<file path="src/hdl/bus_pkg.sv">
package bus_pkg;

	////////////////////
	// widths
	////////////////////

	localparam int addr_w = 32;
	localparam int data_w = 64;
	localparam int strb_w = data_w / 8;

	////////////////////
	// enums
	////////////////////

	typedef enum logic [1:0] {
		okay   = 2'b00,
		exokay = 2'b01,
		slverr = 2'b10,
		decerr = 2'b11
	} resp_e;

	// owner of the shared read path.
	typedef enum logic [1:0] {
		idle     = 2'b00,
		ifu_busy = 2'b01,
		lsu_busy = 2'b10
	} grant_e;

	////////////////////
	// channel payloads
	////////////////////

	typedef struct packed {
		logic [addr_w-1:0] addr;
		logic [2:0]        size;
	} ar_t;

	typedef struct packed {
		logic [data_w-1:0] data;
		resp_e             resp;
	} r_t;

	typedef struct packed {
		logic [addr_w-1:0] addr;
		logic [2:0]        size;
	} aw_t;

	typedef struct packed {
		logic [data_w-1:0] data;
		logic [strb_w-1:0] strb;
	} w_t;

	typedef struct packed {
		resp_e resp;
	} b_t;

	// full SoC address payload, also used for AW since the fields are the same.
	typedef struct packed {
		logic [addr_w-1:0] addr;
		logic [3:0]        id;
		logic [7:0]        len;
		logic [2:0]        size;
		logic [1:0]        burst;
	} axi_ar_t;

	typedef struct packed {
		logic [data_w-1:0] data;
		logic [strb_w-1:0] strb;
		logic              last;
	} axi_w_t;

endpackage

</file>
<file path="src/hdl/read_arbiter.sv">
`timescale 1ns/1ns

module read_arbiter (
	input  logic             clock,
	input  logic             reset,
	input  logic             ifu_req,
	input  logic             lsu_req,
	input  logic             ifu_done,
	input  logic             lsu_done,
	output bus_pkg::grant_e  grant
);

	bus_pkg::grant_e state;
	bus_pkg::grant_e state_next;

	////////////////////
	// next state
	////////////////////

	always_comb begin
		state_next = state;
		case (state)
			bus_pkg::idle: begin
				if (ifu_req) begin
					state_next = bus_pkg::ifu_busy; // fetch wins a tie.
				end else if (lsu_req) begin
					state_next = bus_pkg::lsu_busy;
				end
			end
			bus_pkg::ifu_busy: begin
				if (ifu_done) begin
					state_next = bus_pkg::idle;
				end
			end
			bus_pkg::lsu_busy: begin
				if (lsu_done) begin
					state_next = bus_pkg::idle;
				end
			end
			default: begin
				state_next = bus_pkg::idle;
			end
		endcase
	end

	////////////////////
	// state register
	////////////////////

	always_ff @(posedge clock) begin
		if (reset) begin
			state <= bus_pkg::idle;
		end else begin
			state <= state_next;
		end
	end

	assign grant = state;

endmodule

</file>
<file path="src/hdl/xbar.sv">
`timescale 1ns/1ns

module xbar #(
	parameter logic [bus_pkg::addr_w-1:0] CLINT_BASE = 32'h0200_0000,
	parameter logic [bus_pkg::addr_w-1:0] CLINT_LAST = 32'h0200_ffff
) (
	input  logic                         clock,
	input  logic                         reset,

	input  bus_pkg::ar_t                 ifu_ar,
	input  logic                         ifu_ar_valid,
	output logic                         ifu_ar_ready,
	output bus_pkg::r_t                  ifu_r,
	output logic                         ifu_r_valid,
	input  logic                         ifu_r_ready,

	input  bus_pkg::ar_t                 lsu_ar,
	input  logic                         lsu_ar_valid,
	output logic                         lsu_ar_ready,
	output bus_pkg::r_t                  lsu_r,
	output logic                         lsu_r_valid,
	input  logic                         lsu_r_ready,

	input  bus_pkg::aw_t                 lsu_aw,
	input  logic                         lsu_aw_valid,
	output logic                         lsu_aw_ready,
	input  bus_pkg::w_t                  lsu_w,
	input  logic                         lsu_w_valid,
	output logic                         lsu_w_ready,
	output bus_pkg::b_t                  lsu_b,
	output logic                         lsu_b_valid,
	input  logic                         lsu_b_ready,

	output bus_pkg::axi_ar_t             soc_ar,
	output logic                         soc_ar_valid,
	input  logic                         soc_ar_ready,
	input  bus_pkg::r_t                  soc_r,
	input  logic                         soc_r_valid,
	output logic                         soc_r_ready,
	output bus_pkg::axi_ar_t             soc_aw,
	output logic                         soc_aw_valid,
	input  logic                         soc_aw_ready,
	output bus_pkg::axi_w_t              soc_w,
	output logic                         soc_w_valid,
	input  logic                         soc_w_ready,
	input  bus_pkg::b_t                  soc_b,
	input  logic                         soc_b_valid,
	output logic                         soc_b_ready,

	output logic [bus_pkg::addr_w-1:0]   clint_ar_addr,
	output logic                         clint_ar_valid,
	input  logic                         clint_ar_ready,
	input  logic [31:0]                  clint_r_data,
	input  bus_pkg::resp_e               clint_r_resp,
	input  logic                         clint_r_valid,
	output logic                         clint_r_ready
);

	localparam logic [2:0] IFU_SIZE = 3'b010;

	bus_pkg::grant_e grant;
	logic ifu_own, lsu_own;
	logic lsu_hit_clint;
	logic ar_sent;  // address phase of the current grant is done.
	logic to_clint; // target of the lsu read, latched at its AR transfer.
	logic ifu_ar_xfer, lsu_ar_xfer;
	logic ifu_done, lsu_done;

	read_arbiter read_arbiter_inst (
		.clock    (clock),
		.reset    (reset),
		.ifu_req  (ifu_ar_valid),
		.lsu_req  (lsu_ar_valid),
		.ifu_done (ifu_done),
		.lsu_done (lsu_done),
		.grant    (grant)
	);

	assign ifu_own = (grant == bus_pkg::ifu_busy);
	assign lsu_own = (grant == bus_pkg::lsu_busy);
	assign lsu_hit_clint = (lsu_ar.addr >= CLINT_BASE) && (lsu_ar.addr <= CLINT_LAST);

	////////////////////
	// read address
	////////////////////

	assign soc_ar_valid = !ar_sent && (ifu_own && ifu_ar_valid ||
		lsu_own && !lsu_hit_clint && lsu_ar_valid);
	assign clint_ar_valid = !ar_sent && lsu_own && lsu_hit_clint && lsu_ar_valid;
	assign clint_ar_addr = lsu_ar.addr;

	assign ifu_ar_ready = !ar_sent && ifu_own && soc_ar_ready;
	assign lsu_ar_ready = !ar_sent && lsu_own && (lsu_hit_clint ? clint_ar_ready : soc_ar_ready);

	always_comb begin
		soc_ar.addr  = ifu_own ? ifu_ar.addr : lsu_ar.addr;
		soc_ar.size  = ifu_own ? IFU_SIZE : lsu_ar.size; // fetches are always one word.
		soc_ar.id    = 4'd0;
		soc_ar.len   = 8'd0;
		soc_ar.burst = 2'd0;
	end

	assign ifu_ar_xfer = ifu_ar_valid && ifu_ar_ready;
	assign lsu_ar_xfer = lsu_ar_valid && lsu_ar_ready;

	always_ff @(posedge clock) begin
		if (reset) begin
			ar_sent  <= 1'b0;
			to_clint <= 1'b0;
		end else if (ifu_done || lsu_done) begin
			ar_sent <= 1'b0;
		end else if (ifu_ar_xfer || lsu_ar_xfer) begin
			ar_sent  <= 1'b1;
			to_clint <= lsu_ar_xfer && lsu_hit_clint;
		end
	end

	////////////////////
	// read data
	////////////////////

	assign ifu_r_valid = ar_sent && ifu_own && soc_r_valid;
	assign lsu_r_valid = ar_sent && lsu_own && (to_clint ? clint_r_valid : soc_r_valid);

	assign soc_r_ready = ar_sent && (ifu_own && ifu_r_ready || lsu_own && !to_clint && lsu_r_ready);
	assign clint_r_ready = ar_sent && lsu_own && to_clint && lsu_r_ready;

	assign ifu_r = soc_r;

	always_comb begin
		if (to_clint) begin
			lsu_r.data = {32'd0, clint_r_data}; // clint words are zero extended.
			lsu_r.resp = clint_r_resp;
		end else begin
			lsu_r = soc_r;
		end
	end

	assign ifu_done = ifu_r_valid && ifu_r_ready;
	assign lsu_done = lsu_r_valid && lsu_r_ready;

	////////////////////
	// write path
	////////////////////

	always_comb begin
		soc_aw.addr  = lsu_aw.addr;
		soc_aw.size  = lsu_aw.size;
		soc_aw.id    = 4'd0;
		soc_aw.len   = 8'd0;
		soc_aw.burst = 2'd0;
		soc_w.data   = lsu_w.data;
		soc_w.strb   = lsu_w.strb;
		soc_w.last   = lsu_w_valid; // every write is a single beat.
	end

	assign soc_aw_valid = lsu_aw_valid;
	assign lsu_aw_ready = soc_aw_ready;
	assign soc_w_valid  = lsu_w_valid;
	assign lsu_w_ready  = soc_w_ready;
	assign lsu_b        = soc_b;
	assign lsu_b_valid  = soc_b_valid;
	assign soc_b_ready  = lsu_b_ready;

endmodule

</file>
<file path="src/hdl/clint.sv">
`timescale 1ns/1ns

module clint #(
	parameter int CLINT_DIVIDER = 1
) (
	input  logic                        clock,
	input  logic                        reset,
	input  logic [bus_pkg::addr_w-1:0]  ar_addr,
	input  logic                        ar_valid,
	output logic                        ar_ready,
	output logic [31:0]                 r_data,
	output bus_pkg::resp_e              r_resp,
	output logic                        r_valid,
	input  logic                        r_ready
);

	localparam logic [15:0] MTIME_LO_OFF = 16'hbff8;
	localparam logic [15:0] MTIME_HI_OFF = 16'hbffc;

	logic [31:0] prescale;
	logic        tick;
	logic [63:0] mtime;
	logic [31:0] word;
	bus_pkg::resp_e word_resp;

	////////////////////
	// mtime
	////////////////////

	assign tick = (prescale == 32'(CLINT_DIVIDER - 1));

	always_ff @(posedge clock) begin
		if (reset) begin
			prescale <= 32'd0;
			mtime    <= 64'd0;
		end else if (tick) begin
			prescale <= 32'd0;
			mtime    <= mtime + 64'd1;
		end else begin
			prescale <= prescale + 32'd1;
		end
	end

	////////////////////
	// read slave
	////////////////////

	// only the low half of the address is decoded here, the window is checked upstream.
	always_comb begin
		case (ar_addr[15:0])
			MTIME_LO_OFF: begin
				word      = mtime[31:0];
				word_resp = bus_pkg::okay;
			end
			MTIME_HI_OFF: begin
				word      = mtime[63:32];
				word_resp = bus_pkg::okay;
			end
			default: begin
				word      = 32'd0;
				word_resp = bus_pkg::decerr;
			end
		endcase
	end

	assign ar_ready = !r_valid; // one read in flight at a time.

	always_ff @(posedge clock) begin
		if (reset) begin
			r_valid <= 1'b0;
		end else if (ar_valid && ar_ready) begin
			r_valid <= 1'b1;
		end else if (r_valid && r_ready) begin
			r_valid <= 1'b0;
		end
	end

	// the word is sampled at the address transfer and held until the data is taken.
	always_ff @(posedge clock) begin
		if (ar_valid && ar_ready) begin
			r_data <= word;
			r_resp <= word_resp;
		end
	end

endmodule

</file>
<file path="src/hdl/mem_subsystem.sv">
`timescale 1ns/1ns

module mem_subsystem #(
	parameter logic [bus_pkg::addr_w-1:0] CLINT_BASE    = 32'h0200_0000,
	parameter logic [bus_pkg::addr_w-1:0] CLINT_LAST    = 32'h0200_ffff,
	parameter int                         CLINT_DIVIDER = 1
) (
	input  logic              clock,
	input  logic              reset,

	input  bus_pkg::ar_t      ifu_ar,
	input  logic              ifu_ar_valid,
	output logic              ifu_ar_ready,
	output bus_pkg::r_t       ifu_r,
	output logic              ifu_r_valid,
	input  logic              ifu_r_ready,

	input  bus_pkg::ar_t      lsu_ar,
	input  logic              lsu_ar_valid,
	output logic              lsu_ar_ready,
	output bus_pkg::r_t       lsu_r,
	output logic              lsu_r_valid,
	input  logic              lsu_r_ready,
	input  bus_pkg::aw_t      lsu_aw,
	input  logic              lsu_aw_valid,
	output logic              lsu_aw_ready,
	input  bus_pkg::w_t       lsu_w,
	input  logic              lsu_w_valid,
	output logic              lsu_w_ready,
	output bus_pkg::b_t       lsu_b,
	output logic              lsu_b_valid,
	input  logic              lsu_b_ready,

	output bus_pkg::axi_ar_t  soc_ar,
	output logic              soc_ar_valid,
	input  logic              soc_ar_ready,
	input  bus_pkg::r_t       soc_r,
	input  logic              soc_r_valid,
	output logic              soc_r_ready,
	output bus_pkg::axi_ar_t  soc_aw,
	output logic              soc_aw_valid,
	input  logic              soc_aw_ready,
	output bus_pkg::axi_w_t   soc_w,
	output logic              soc_w_valid,
	input  logic              soc_w_ready,
	input  bus_pkg::b_t       soc_b,
	input  logic              soc_b_valid,
	output logic              soc_b_ready
);

	// link between the crossbar and the clint.
	logic [bus_pkg::addr_w-1:0] clint_ar_addr;
	logic                       clint_ar_valid;
	logic                       clint_ar_ready;
	logic [31:0]                clint_r_data;
	bus_pkg::resp_e             clint_r_resp;
	logic                       clint_r_valid;
	logic                       clint_r_ready;

	xbar #(
		.CLINT_BASE (CLINT_BASE),
		.CLINT_LAST (CLINT_LAST)
	) xbar_inst (.*);

	clint #(
		.CLINT_DIVIDER (CLINT_DIVIDER)
	) clint_inst (
		.clock    (clock),
		.reset    (reset),
		.ar_addr  (clint_ar_addr),
		.ar_valid (clint_ar_valid),
		.ar_ready (clint_ar_ready),
		.r_data   (clint_r_data),
		.r_resp   (clint_r_resp),
		.r_valid  (clint_r_valid),
		.r_ready  (clint_r_ready)
	);

endmodule

</file>
<file path="config.mk">
export PLATFORM = sky130hd
export DESIGN_NAME = mem_subsystem
export DESIGN_NICKNAME = d
export VERILOG_FILES = /design/src/hdl/bus_pkg.sv /design/src/hdl/read_arbiter.sv /design/src/hdl/xbar.sv /design/src/hdl/clint.sv /design/src/hdl/mem_subsystem.sv
export SDC_FILE = /design/constraint.sdc
export NUM_CORES = 1
export LEC_CHECK = 0
export BUFFER_PORTS_ARGS = -buffer_cell sky130_fd_sc_hd__buf_2
export CAP_MARGIN = 20
export CELL_PAD_IN_SITES_DETAIL_PLACEMENT = 0
export CELL_PAD_IN_SITES_GLOBAL_PLACEMENT = 2
export CORE_AREA = 2 2 224 226
export DETAILED_ROUTE_END_ITERATION = 8
export DIE_AREA = 0 0 226 228
export PLACE_DENSITY = 0.74
export SETUP_SLACK_MARGIN = 0.15
export SLEW_MARGIN = 25
export SYNTH_ARGS = -nofsm -noshare
export SYNTH_HDL_FRONTEND = slang
export SYNTH_SLANG_ARGS = --single-unit
</file>
<file path="constraint.sdc">
create_clock -name clock -period 4.5 [get_ports clock]
set_input_delay 0.45 -clock clock [delete_from_list [all_inputs] [get_ports clock]]
set_output_delay 0.45 -clock clock [all_outputs]
set_load 0.05 [all_outputs]
</file>
### Word-level counts from Yosys, hierarchy flattened

Cells that the tools add are included.

| word-level totals | value |
|---|---|
| word-level logic and storage cells | 78 |
| register bits after elaboration | 135 |
| bits of input ports | 259 |
| latch bits | 0 |
| memories kept | 0 |
| output and inout bits | 317 |
| bits in writable memories | 0 |
| memory bits (read-only) | 0 |

| operators by class | value |
|---|---|
| bitwise logic cells | 1 |
| reductions and logical operators | 44 |
| divide/modulo/power cells | 0 |
| add/subtract/negate cells | 2 |
| multipliers | 0 |
| eq/ne operators | 7 |
| mux-type cells | 14 |
| shifts and indexed selects | 0 |
| $lt $le $gt $ge | 2 |

Operator list:

| cell | number |
|---|---|
| 66-bit 2-to-1 mux | 1 |
| 64-bit by 1-bit adder with 64-bit output (second input constant) | 1 |
| 32-bit case mux with 2 select lines | 1 |
| 32-bit by 1-bit adder with 32-bit output (second input constant) | 1 |
| 16-bit equality test (second input constant) | 2 |
| 32-bit by 26-bit >= comparator with 1-bit output (second input constant) | 1 |
| 32-bit by 26-bit <= comparator with 1-bit output (second input constant) | 1 |
| 32-bit zero test | 1 |
| 32-bit 2-to-1 mux | 1 |
| 1-bit logical AND | 28 |
| 2-bit 2-to-1 mux | 5 |
| 2-bit case mux with 3 select lines | 1 |
| 2-bit OR reduction | 3 |
| 1-bit zero test | 4 |
| 1-bit logical OR | 4 |
| 1-bit 2-to-1 mux | 4 |
| 2-bit inequality test (second input constant) | 2 |
| 3-bit 2-to-1 mux | 1 |
| 3-bit inequality test (second input constant) | 1 |
| 3-bit AND reduction | 1 |
| 2-bit by 1-bit equality test with 1-bit output (second input constant) | 1 |
| 2-bit equality test (second input constant) | 1 |
| 2-bit zero test | 1 |
| 2-bit AND reduction | 1 |
| other kinds (2) | 2 |

### Longest topological paths before layout

Gate-level depths: netlist (run 1).

| depth | value |
|---|---|
| depth in word-level cells | 7 |
| mapped depth | 10 |
| mapped depth without buffers | 7 |

### Cells and area by module

Synthesis (run 1) repeated with hierarchy kept, for this count alone.

| unflattened totals | value |
|---|---|
| cells, all modules | 1098 |
| area, all modules | 9710.6 um^2 |

Modules (own cells, without submodules):

| module | cells each | sequential area each (um^2) | area each (um^2) | times used |
|---|---|---|---|---|
| clint | 697 | 2932.8 | 6427.4 | 1 |
| xbar | 394 | 40.0 | 3201.8 | 1 |
| read_arbiter | 7 | 40.0 | 81.3 | 1 |

### Worst setup path before layout (run 1)

OpenSTA, ideal clock, no wires.

| timing | value |
|---|---|
| path kind | input to register |
| start point | input port lsu_ar[30] (netlist bit) |
| end point | register clint_inst.r_data[0], enable pin |
| buffers on the path | 0 |
| setup time | 0.464 ns |
| stages on the path | 3 |
| data required time | 4.036 ns |
| arrival time | 3.286 ns |
| slack | 0.750 ns |
| cell sequence | nor4b_1 -> nand4_1 -> nor3_1 |

| between the ends | value |
|---|---|
| longest elaborated chain between the ends | 5 |
| elaborated cells between the ends (all ways) | 6 |
| classes of those cells | order compare: 2; reduce/logical: 4 |

Ends and longest elaborated chain:

| what | line | text |
|---|---|---|
| start: declaration | mem_subsystem.sv:18 | `input bus_pkg::ar_t lsu_ar,` |
| 32-bit by 26-bit >= comparator with 1-bit output / 32-bit by 26-bit <= comparator with 1-bit output (equally long branches) | xbar.sv:81 | `assign lsu_hit_clint = (lsu_ar.addr >= CLINT_BASE) && (lsu_ar.addr <= CLINT_LAST);` |
| 1-bit logical AND * | xbar.sv:81 |  |
| 1-bit logical AND * (2 in a row) | xbar.sv:89 | `assign clint_ar_valid = !ar_sent && lsu_own && lsu_hit_clint && lsu_ar_valid;` |
| 1-bit logical AND * | clint.sv:80 | `if (ar_valid && ar_ready) begin` |
| end signal: assignment | clint.sv:81 | `r_data <= word;` |
| end: declaration | clint.sv:11 | `output logic [31:0] r_data,` |

Every way passes the cells marked *; elsewhere a longest branch is shown, timed or not.
A chain may end at the register's enable or synchronous reset.

### Worst setup path in the final report (run 1)

| timing | value |
|---|---|
| start point | register clint_inst.prescale[20] |
| end point | register clint_inst.mtime[44] |

| between the ends | value |
|---|---|
| longest elaborated chain between the ends | 1 |

Ends and longest elaborated chain:

| what | line | text |
|---|---|---|
| start: declaration | clint.sv:20 | `logic [31:0] prescale;` |
| start signal: assignment | clint.sv:40 | `prescale <= prescale + 32'd1;` |
| 32-bit zero test | clint.sv:30 | `assign tick = (prescale == 32'(CLINT_DIVIDER - 1));` |
| end signal: assignment | clint.sv:38 | `mtime <= mtime + 64'd1;` |
| end: declaration | clint.sv:22 | `logic [63:0] mtime;` |

No other way between the ends.

==> reports/metrics.csv, run 1 <==
stage;metric;value;unit
cells_and_area;fill_cells;5459;
sta;period_minus_slack;2.92;ns
die;core_area;0.0493;sq mm
drt;dr.pass1.iters;5;
cells_and_area;syn2layout_area_growth;14.3;%
logic_synthesis;async_flop_share;0;
logic_synthesis;synth_top_area_cell;dfxtp_1;
power;ir_worst_vdd;200;uV
sta;fin_worst_skew;0.00686;ns
logic_synthesis;syn-instance-count;1148;
sta;slew_headroom;0.291;
logic_synthesis;synthDistinctLibCells;55;
sta;finalSetupViolations;0;
drt;via_per_inst;4.32;
clocking;postCtsSetupRepairBufs;0;
logic_synthesis;yosysMostFrequentCell;buf_4;
logic_synthesis;yosys_warnings;0;
critical_path;crit_family;simple AND/OR/NAND/NOR gates;
die;chipWidth;226;microns
critical_path;endpoint_kind;flip-flop;
drt;drt_wl_total;38200;microns
logic_synthesis;yosysSeqAreaShare;0.320;
critical_path;crit_path_start_kind;flip-flop;
clocking;clk_latency;0.42;ns
run;maxCapViolations;0;
sta;whs;0.371;ns
grt;grt_pass1_vias;7773;
drt;met1_length;16000;microns
logic_synthesis;synth_common_cells;buf_4, nand2_1, nor2_1, dfxtp_1, a21oi_1;
grt;gr-total-overflow;0;
critical_path;cp_max_fo;11;
logic_synthesis;ys_ff_latch;134;
clocking;holdBufCountCts;0;
sta;rsz0062_at_grt;false;
die;die_area;0.0515;sq mm
critical_path;cpMaxStageDelayCell;nor4_4;
place;dp.cells;1906;
logic_synthesis;synth_flop_cell;dfxtp_1;
place;dp_slack;1.60;ns
sta;fin_ws;1.58;ns
critical_path;critPathBufInv;0;
logic_synthesis;yosysTopAreaCellShare;0.215;
critical_path;cpPeakStageDelay;0.95;ns
sta;hold_viol_final;0;
clocking;cts.clk_slew.worst_paths;0.06;ns
power;p_per_area;301;mW/mm^2
critical_path;crit_chain;nor4_1 -> nand4_1 -> nor4_4 -> nand3_1 -> mux2_1;
sta;fin_crit_sh;0.650;
die;start_util;0.191;
clocking;cts-resized-gates;0;
sta;timing.setup.tns;0;ns
logic_synthesis;yosys-top-cells-area;dfxtp_1, buf_4, edfxtp_1;
die;die-height;228;microns
die;row_count;82;
grt;grt_pass1_wl;53700;microns
place;port_buffers;313;
drt;wl_met2;16600;microns
grt;antenna_found_initial;10;
drt;route.vias.total;8388;
status;outcome;finished, final reports clean;
logic_synthesis;synth_edf_count;33;
clocking;htreeDepth;4;
place;gp_congestion;0.941;
drt;final_antenna_net_count;0;
cells_and_area;fin_area;0.0108;sq mm
cells_and_area;nets;1515;
place;dp_hpwl;31000;microns
drt;drc_errors;0;
drt;drtIter0Drc;571;
critical_path;critPathKind;reg -> reg;
drt;post_drt_wl_per_cell;19.6;microns
die;ios;576;
power;finalPower;3.24;mW
sta;max_freq;342;MHz
cells_and_area;utilization;0.218;
critical_path;required;4.80;ns
power;leakage;4.23;nW
cells_and_area;fin_cells;1943;
sta;worst_pin_slew;1.05;ns
clocking;clk_path_buf_depth;2;
clocking;tritoncts;done;
min_path;min_path_type;in -> reg;
clocking;clock-root-buffer;clkbuf_16;
logic_synthesis;synth_area;0.00941;sq mm
drt;highest_layer;met4;
grt;grt_max_degree;51;
grt;track_usage;0.142;
place;place_area;0.0102;sq mm
clocking;clock-sinks;134;
cells_and_area;drive_gt1_frac;0.325;
sta;finalMaxSlewViolations;0;
logic_synthesis;syn_area_per_cell;8.19;sq um
drt;route.met3.wl;5070;microns
clocking;cts_made_buffers;17;
critical_path;cp.arrival;3.22;ns
state kept, by name, summed over array words and instances, names as in the netlist:
signal	cells
clint_inst.r_resp	1
clint_inst.r_data	32
xbar_inst.to_clint	1
clint_inst.prescale	32
xbar_inst.ar_sent	1
xbar_inst.read_arbiter_inst.grant	2
clint_inst.mtime	64
clint_inst.r_valid	1
cell families after synthesis:
group | share of synthesized area
multiplexers | 0.0817
flip-flops | 0.320
AO/OA/AOI/OAI | 0.0669
buffers and inverters | 0.201
other | 0.000399
adder cells (fa/ha/maj) | 0.00399
AND/OR/NAND/NOR | 0.285
XOR/XNOR | 0.0410
cell usage in the layout (no fill, tap or decap), types with 25 or more instances in the layout:
master    instances
nor4_1           26
dfxtp_1         100
nand4_1          36
nor2_1          108
or4_1            25
nand2_1         148
nor2b_1          37
nand3_1          42
buf_2           312
a21oi_1          43
mux2_2           36
edfxtp_1         33
mux2i_1          34
o31ai_1          25
conb_1           28
layout make-up:
type	count	area, sq um	share of cell area
clock inverters	12	87.6	0.00815
diodes	5	12.5	0.00116
clock buffers	20	437	0.0406
well taps	672	841	0.0782
repair buffers	324	1650	0.154
flip-flops and latches	134	3020	0.281
inverters	17	63.8	0.00594
multi-input cells	759	4640	0.432
path summary, 6_finish.rpt:
check                                           from                                           endpoint  slack, ns  cells after the start
hold / removal                           ifu_r_ready  xbar_inst.read_arbiter_inst.grant[0]$_SDFFE_PP0P_       0.37                      4
hold reg to reg    clint_inst.prescale[0]$_SDFF_PP0_                  clint_inst.prescale[0]$_SDFF_PP0_       0.46                      1
setup / recovery  clint_inst.prescale[20]$_SDFF_PP0_                  clint_inst.mtime[44]$_SDFFE_PP0P_       1.58                      5
setup reg to reg  clint_inst.prescale[20]$_SDFF_PP0_                  clint_inst.mtime[44]$_SDFFE_PP0P_       1.58                      5
routing by layer:
layer  global-route usage  vias up
met5                    0        -
met4               0.0234        0
met3               0.0813       35
met2                0.212      401
met1                0.180     3958
li1                     -     3994
power breakdown:
group	internal (mW)	switching, mW	total (mW)
registers	1.23	0.00750	1.24
logic	0.163	0.579	0.741
clock network	0.746	0.514	1.26
total	2.14	1.10	3.24
worst min-delay path, cell delays in order:
cell     delay [ns]
buf_2          0.12
nand2_1        0.06
o21ai_0        0.07
nor3_1         0.05
No activity file was read; power rests on OpenSTA's default activity.
==> inputs of run 2 (changes only) <==
Settings changed: ABC_AREA from default to 1, CORE_AREA 2 2 224 226 to default, CORE_UTILIZATION from default to 20, DIE_AREA 0 0 226 228 to default, PLACE_DENSITY 0.74 to 0.82.
Clock period 4.5 ns to 2.55 ns, I/O delays scaled along.
==> run 2 against run 1 <==
  * Clock power rose by 120%
  * Area after synthesis rose by 15%
  * Clock skew rose by 0.0090 ns
  * Final cell count rose by 31%
  * Critical path type is now reg -> out
  * Largest power group unchanged
==> reports/metrics.csv, run 2 <==
stage;metric;value;unit;change
clocking;clock-root-buffer;clkbuf_16;;
cells_and_area;fill_cells;6101;;+12%
sta;hold_viol_final;0;;unchanged
clocking;clock-sinks;134;;unchanged
critical_path;crit_path_start_kind;flip-flop;;
die;chipWidth;234;microns;+3.7%
grt;grt_pass1_vias;10435;;+34%
grt;grt_pass1_wl;82700;microns;+54%
drt;drt_wl_total;62500;microns;+64%
cells_and_area;largest_reg_flops;64;;unchanged
sta;max_freq;425;MHz;
logic_synthesis;synth_flop_cell;dfxtp_1;;
cells_and_area;multi_input_area;0.00541;sq mm;+17%
logic_synthesis;synth-simple-area-share;0.359;;+0.0738
grt;track_usage;0.222;;+0.0792
logic_synthesis;synthDistinctLibCells;42;;-24%
critical_path;endpoint_kind;output pin;;
sta;fin_worst_skew;0.0159;ns;+0.00899 ns
sta;period_minus_slack;2.35;ns;
critical_path;cpPeakStageDelay;0.55;ns;-0.40 ns
critical_path;cp-startpoint;xbar_inst.to_clint$_SDFFE_PP0P_;;
logic_synthesis;syn-instance-count;1730;;+51%
logic_synthesis;synth.mux.area_fraction;0;;-0.0817
cells_and_area;nets;2104;;+39%
die;die_area;0.0549;sq mm;+6.5%
clocking;postCtsSetupRepairBufs;0;;unchanged
logic_synthesis;async_flop_share;0;;unchanged
sta;worst_pin_slew;0.719;ns;-0.334 ns
min_path;holdCritStartpoint;reset;;
logic_synthesis;yosysMostFrequentCell;nand2_1;;
drt;drc_errors;0;;unchanged
clocking;cts.clk_slew.worst_paths;0.07;ns;about the same
logic_synthesis;synth_compound_area_frac;0.0982;;+0.0313
sta;rsz0062_at_grt;true;;
sta;finalSetupViolations;0;;unchanged
drt;final_antenna_net_count;0;;unchanged
place;port_buffers;313;;unchanged
power;p_per_area;530;mW/mm^2;+76%
cells_and_area;drive_gt1_frac;0.225;;-0.101
logic_synthesis;syn_area_per_cell;6.24;sq um;-24%
sta;timing.setup.tns;0;ns;unchanged
critical_path;cpMaxStageDelayCell;clkinv_1;;
cells_and_area;regMostFlops;clint_inst.mtime;;
drt;drtIter0Drc;844;;+48%
critical_path;crit_family;buffers and inverters;;
logic_synthesis;yosysTopAreaCellShare;0.187;;-0.0275
critical_path;r2r_setup_slack;0.54;ns;-1.04 ns
clocking;clk_latency;0.44;ns;+0.02 ns
cells_and_area;layout_commonest_cell;nand2_1;;
power;leakage;5.18;nW;+23%
place;gp_congestion;1.04;;+11%
min_path;min_path_type;in -> reg;;
die;ios;576;;unchanged
logic_synthesis;yosysSeqAreaShare;0.279;;-0.0410
logic_synthesis;synth_top_area_cell;dfxtp_1;;
sta;finalMaxSlewViolations;0;;unchanged
drt;via_per_inst;4.41;;+2.2%
drt;route.vias.total;11226;;+34%
critical_path;cp.arrival;2.10;ns;-1.12 ns
logic_synthesis;ys_ff_latch;134;;unchanged
logic_synthesis;synth_fa_ha_area_frac;0.00348;;-0.000511
logic_synthesis;synth_common_cells;nand2_1, nor2_1, buf_4, inv_1, dfxtp_1;;
clocking;tritoncts;done;;
logic_synthesis;yosys_warnings;0;;unchanged
logic_synthesis;synthXorXnorAreaFrac;0.0300;;-0.0109
cells_and_area;mostFrequentLayoutCells;nand2_1, buf_2, nor2_1;;
power;ir_worst_vdd;454;uV;+130%
critical_path;critPathKind;reg -> out;;
critical_path;critPathBufInv;3;;+3
critical_path;cp_max_fo;23;;+12
place;dp_hpwl;53000;microns;+71%
run;maxCapViolations;0;;unchanged
logic_synthesis;synth_top_family_by_area;simple AND/OR/NAND/NOR gates;;
logic_synthesis;yosys-top-cells-area;dfxtp_1, nand2_1, buf_4;;
drt;post_drt_wl_per_cell;24.6;microns;+25%
cells_and_area;syn2layout_area_growth;14.0;%;
logic_synthesis;synth_area;0.0108;sq mm;+15%
cells_and_area;largest_registers;clint_inst.mtime: 64 flops, clint_inst.prescale: 32 flops, clint_inst.r_data: 32 flops;;
critical_path;required;2.30;ns;-2.50 ns
die;row_count;84;;+2.4%
clocking;htreeDepth;4;;unchanged
critical_path;rr_startpoint;clint_inst.mtime[1]$_SDFFE_PP0P_;;
grt;gr-total-overflow;0;;unchanged
sta;slew_headroom;0.518;;+0.226
clocking;clk_path_buf_depth;2;;unchanged
sta;whs;0.0957;ns;-0.276 ns
clocking;cts_made_buffers;17;;unchanged
sta;fin_crit_sh;0.922;;
critical_path;crit_top_cell;nand2_1;;
die;core_area;0.0530;sq mm;+7.3%
logic_synthesis;synth_edf_count;33;;unchanged
die;die-height;234;microns;+2.8%
cells_and_area;regArea;0.00301;sq mm;about the same
status;outcome;finished, final reports clean;;
drt;dr.pass1.iters;5;;unchanged
grt;antenna_found_initial;13;;+3
die;start_util;0.204;;+0.0131
critical_path;crit_chain;clkinv_1 -> buf_12 -> nand2_1 -> nand2_1 -> buf_2;;
grt;grt_max_degree;69;;+35%
==> run 2: cell types whose count changed in the layout (fill, tap and decap cells not counted), moves of 20 or more <==
cell | before | now
a21oi_1 | 43 | 67
inv_1 | 17 | 167
mux2_2 | 36 | 0
mux2i_1 | 34 | 0
nand2_1 | 148 | 527
nor2_1 | 108 | 227
nor2b_1 | 37 | 0
nor4_1 | 26 | 2
o21ai_0 | 12 | 91
o22ai_1 | 0 | 32
o31ai_1 | 25 | 1
or4_1 | 25 | 0
xnor2_1 | 20 | 0
==> run 2: layout make-up <==
type                    count  area share
inverters                 181      0.0552
diodes                      2    0.000407
clock inverters            11      0.0115
repair buffers            325       0.138
multi-input cells        1183       0.440
flip-flops and latches    134       0.245
clock buffers              21      0.0401
well taps                 688      0.0700
==> run 2: logic make-up after synthesis <==
family / count (synthesis)
simple gates: 915
buf+inv: 440
compound gates: 200
flops: 134
xor+xnor: 37
fa+ha+maj: 3
other cells: 1
==> run 2: worst register-to-register path, delay by kind of cell, from the launching register on <==
| family | cells | cell delay, ns |
|---|---|---|
| fa+ha+maj | 1 | 0.36 |
| flops | 1 | 0.41 |
| buf+inv | 1 | 0.11 |
| simple gates | 7 | 1.00 |
==> run 2: metrics by stage <==
| step | area (sq um) | std cells | setup slack (ns) | util | power, mW |
|---|---|---|---|---|---|
| floorplan | 10900 | 1757 | 0.358 | - | 3.92 |
| global placement | 11700 | 2511 | 0.592 | 0.220 | 3.85 |
| global route | 12300 | 2543 | 0.137 | 0.232 | 6.74 |
| detailed placement | 11700 | 2511 | 0.589 | 0.220 | 3.84 |
| finish | 12300 | 2545 | 0.199 | 0.232 | 6.52 |
| CTS | 12300 | 2543 | 0.178 | 0.232 | 6.56 |
==> run 2: repair_timing <==
item,CTS,global route
setup endpoints to repair,1,4
resized for setup,1,2
cloned,0,0
hold buffers,0,0
==> run 2: final timing paths <==
| check | to | depth (start not counted) |
|---|---|---|
| min | clint_inst.mtime[11]$_SDFFE_PP0P_ | 2 |
| min reg2reg | clint_inst.prescale[0]$_SDFF_PP0_ | 1 |
| max | lsu_r[26] | 5 |
| max reg2reg | clint_inst.mtime[14]$_SDFFE_PP0P_ | 9 |
==> run 2: routing by layer <==
layer | global-route usage | part of all wire
met4 | 0.0465 | 0.018
met2 | 0.319 | 0.41
met1 | 0.267 | 0.40
met5 | 0.0134 | 0.0018
met3 | 0.151 | 0.17
==> run 2: report_power, final <==
part	switching (mW)	total, mW	leakage, nW	internal, mW
Sequential	0.0104	2.18	1.20	2.17
Clock	1.04	2.72	0.314	1.68
Combinational	1.31	1.61	3.66	0.306
Total	2.36	6.52	5.18	4.16
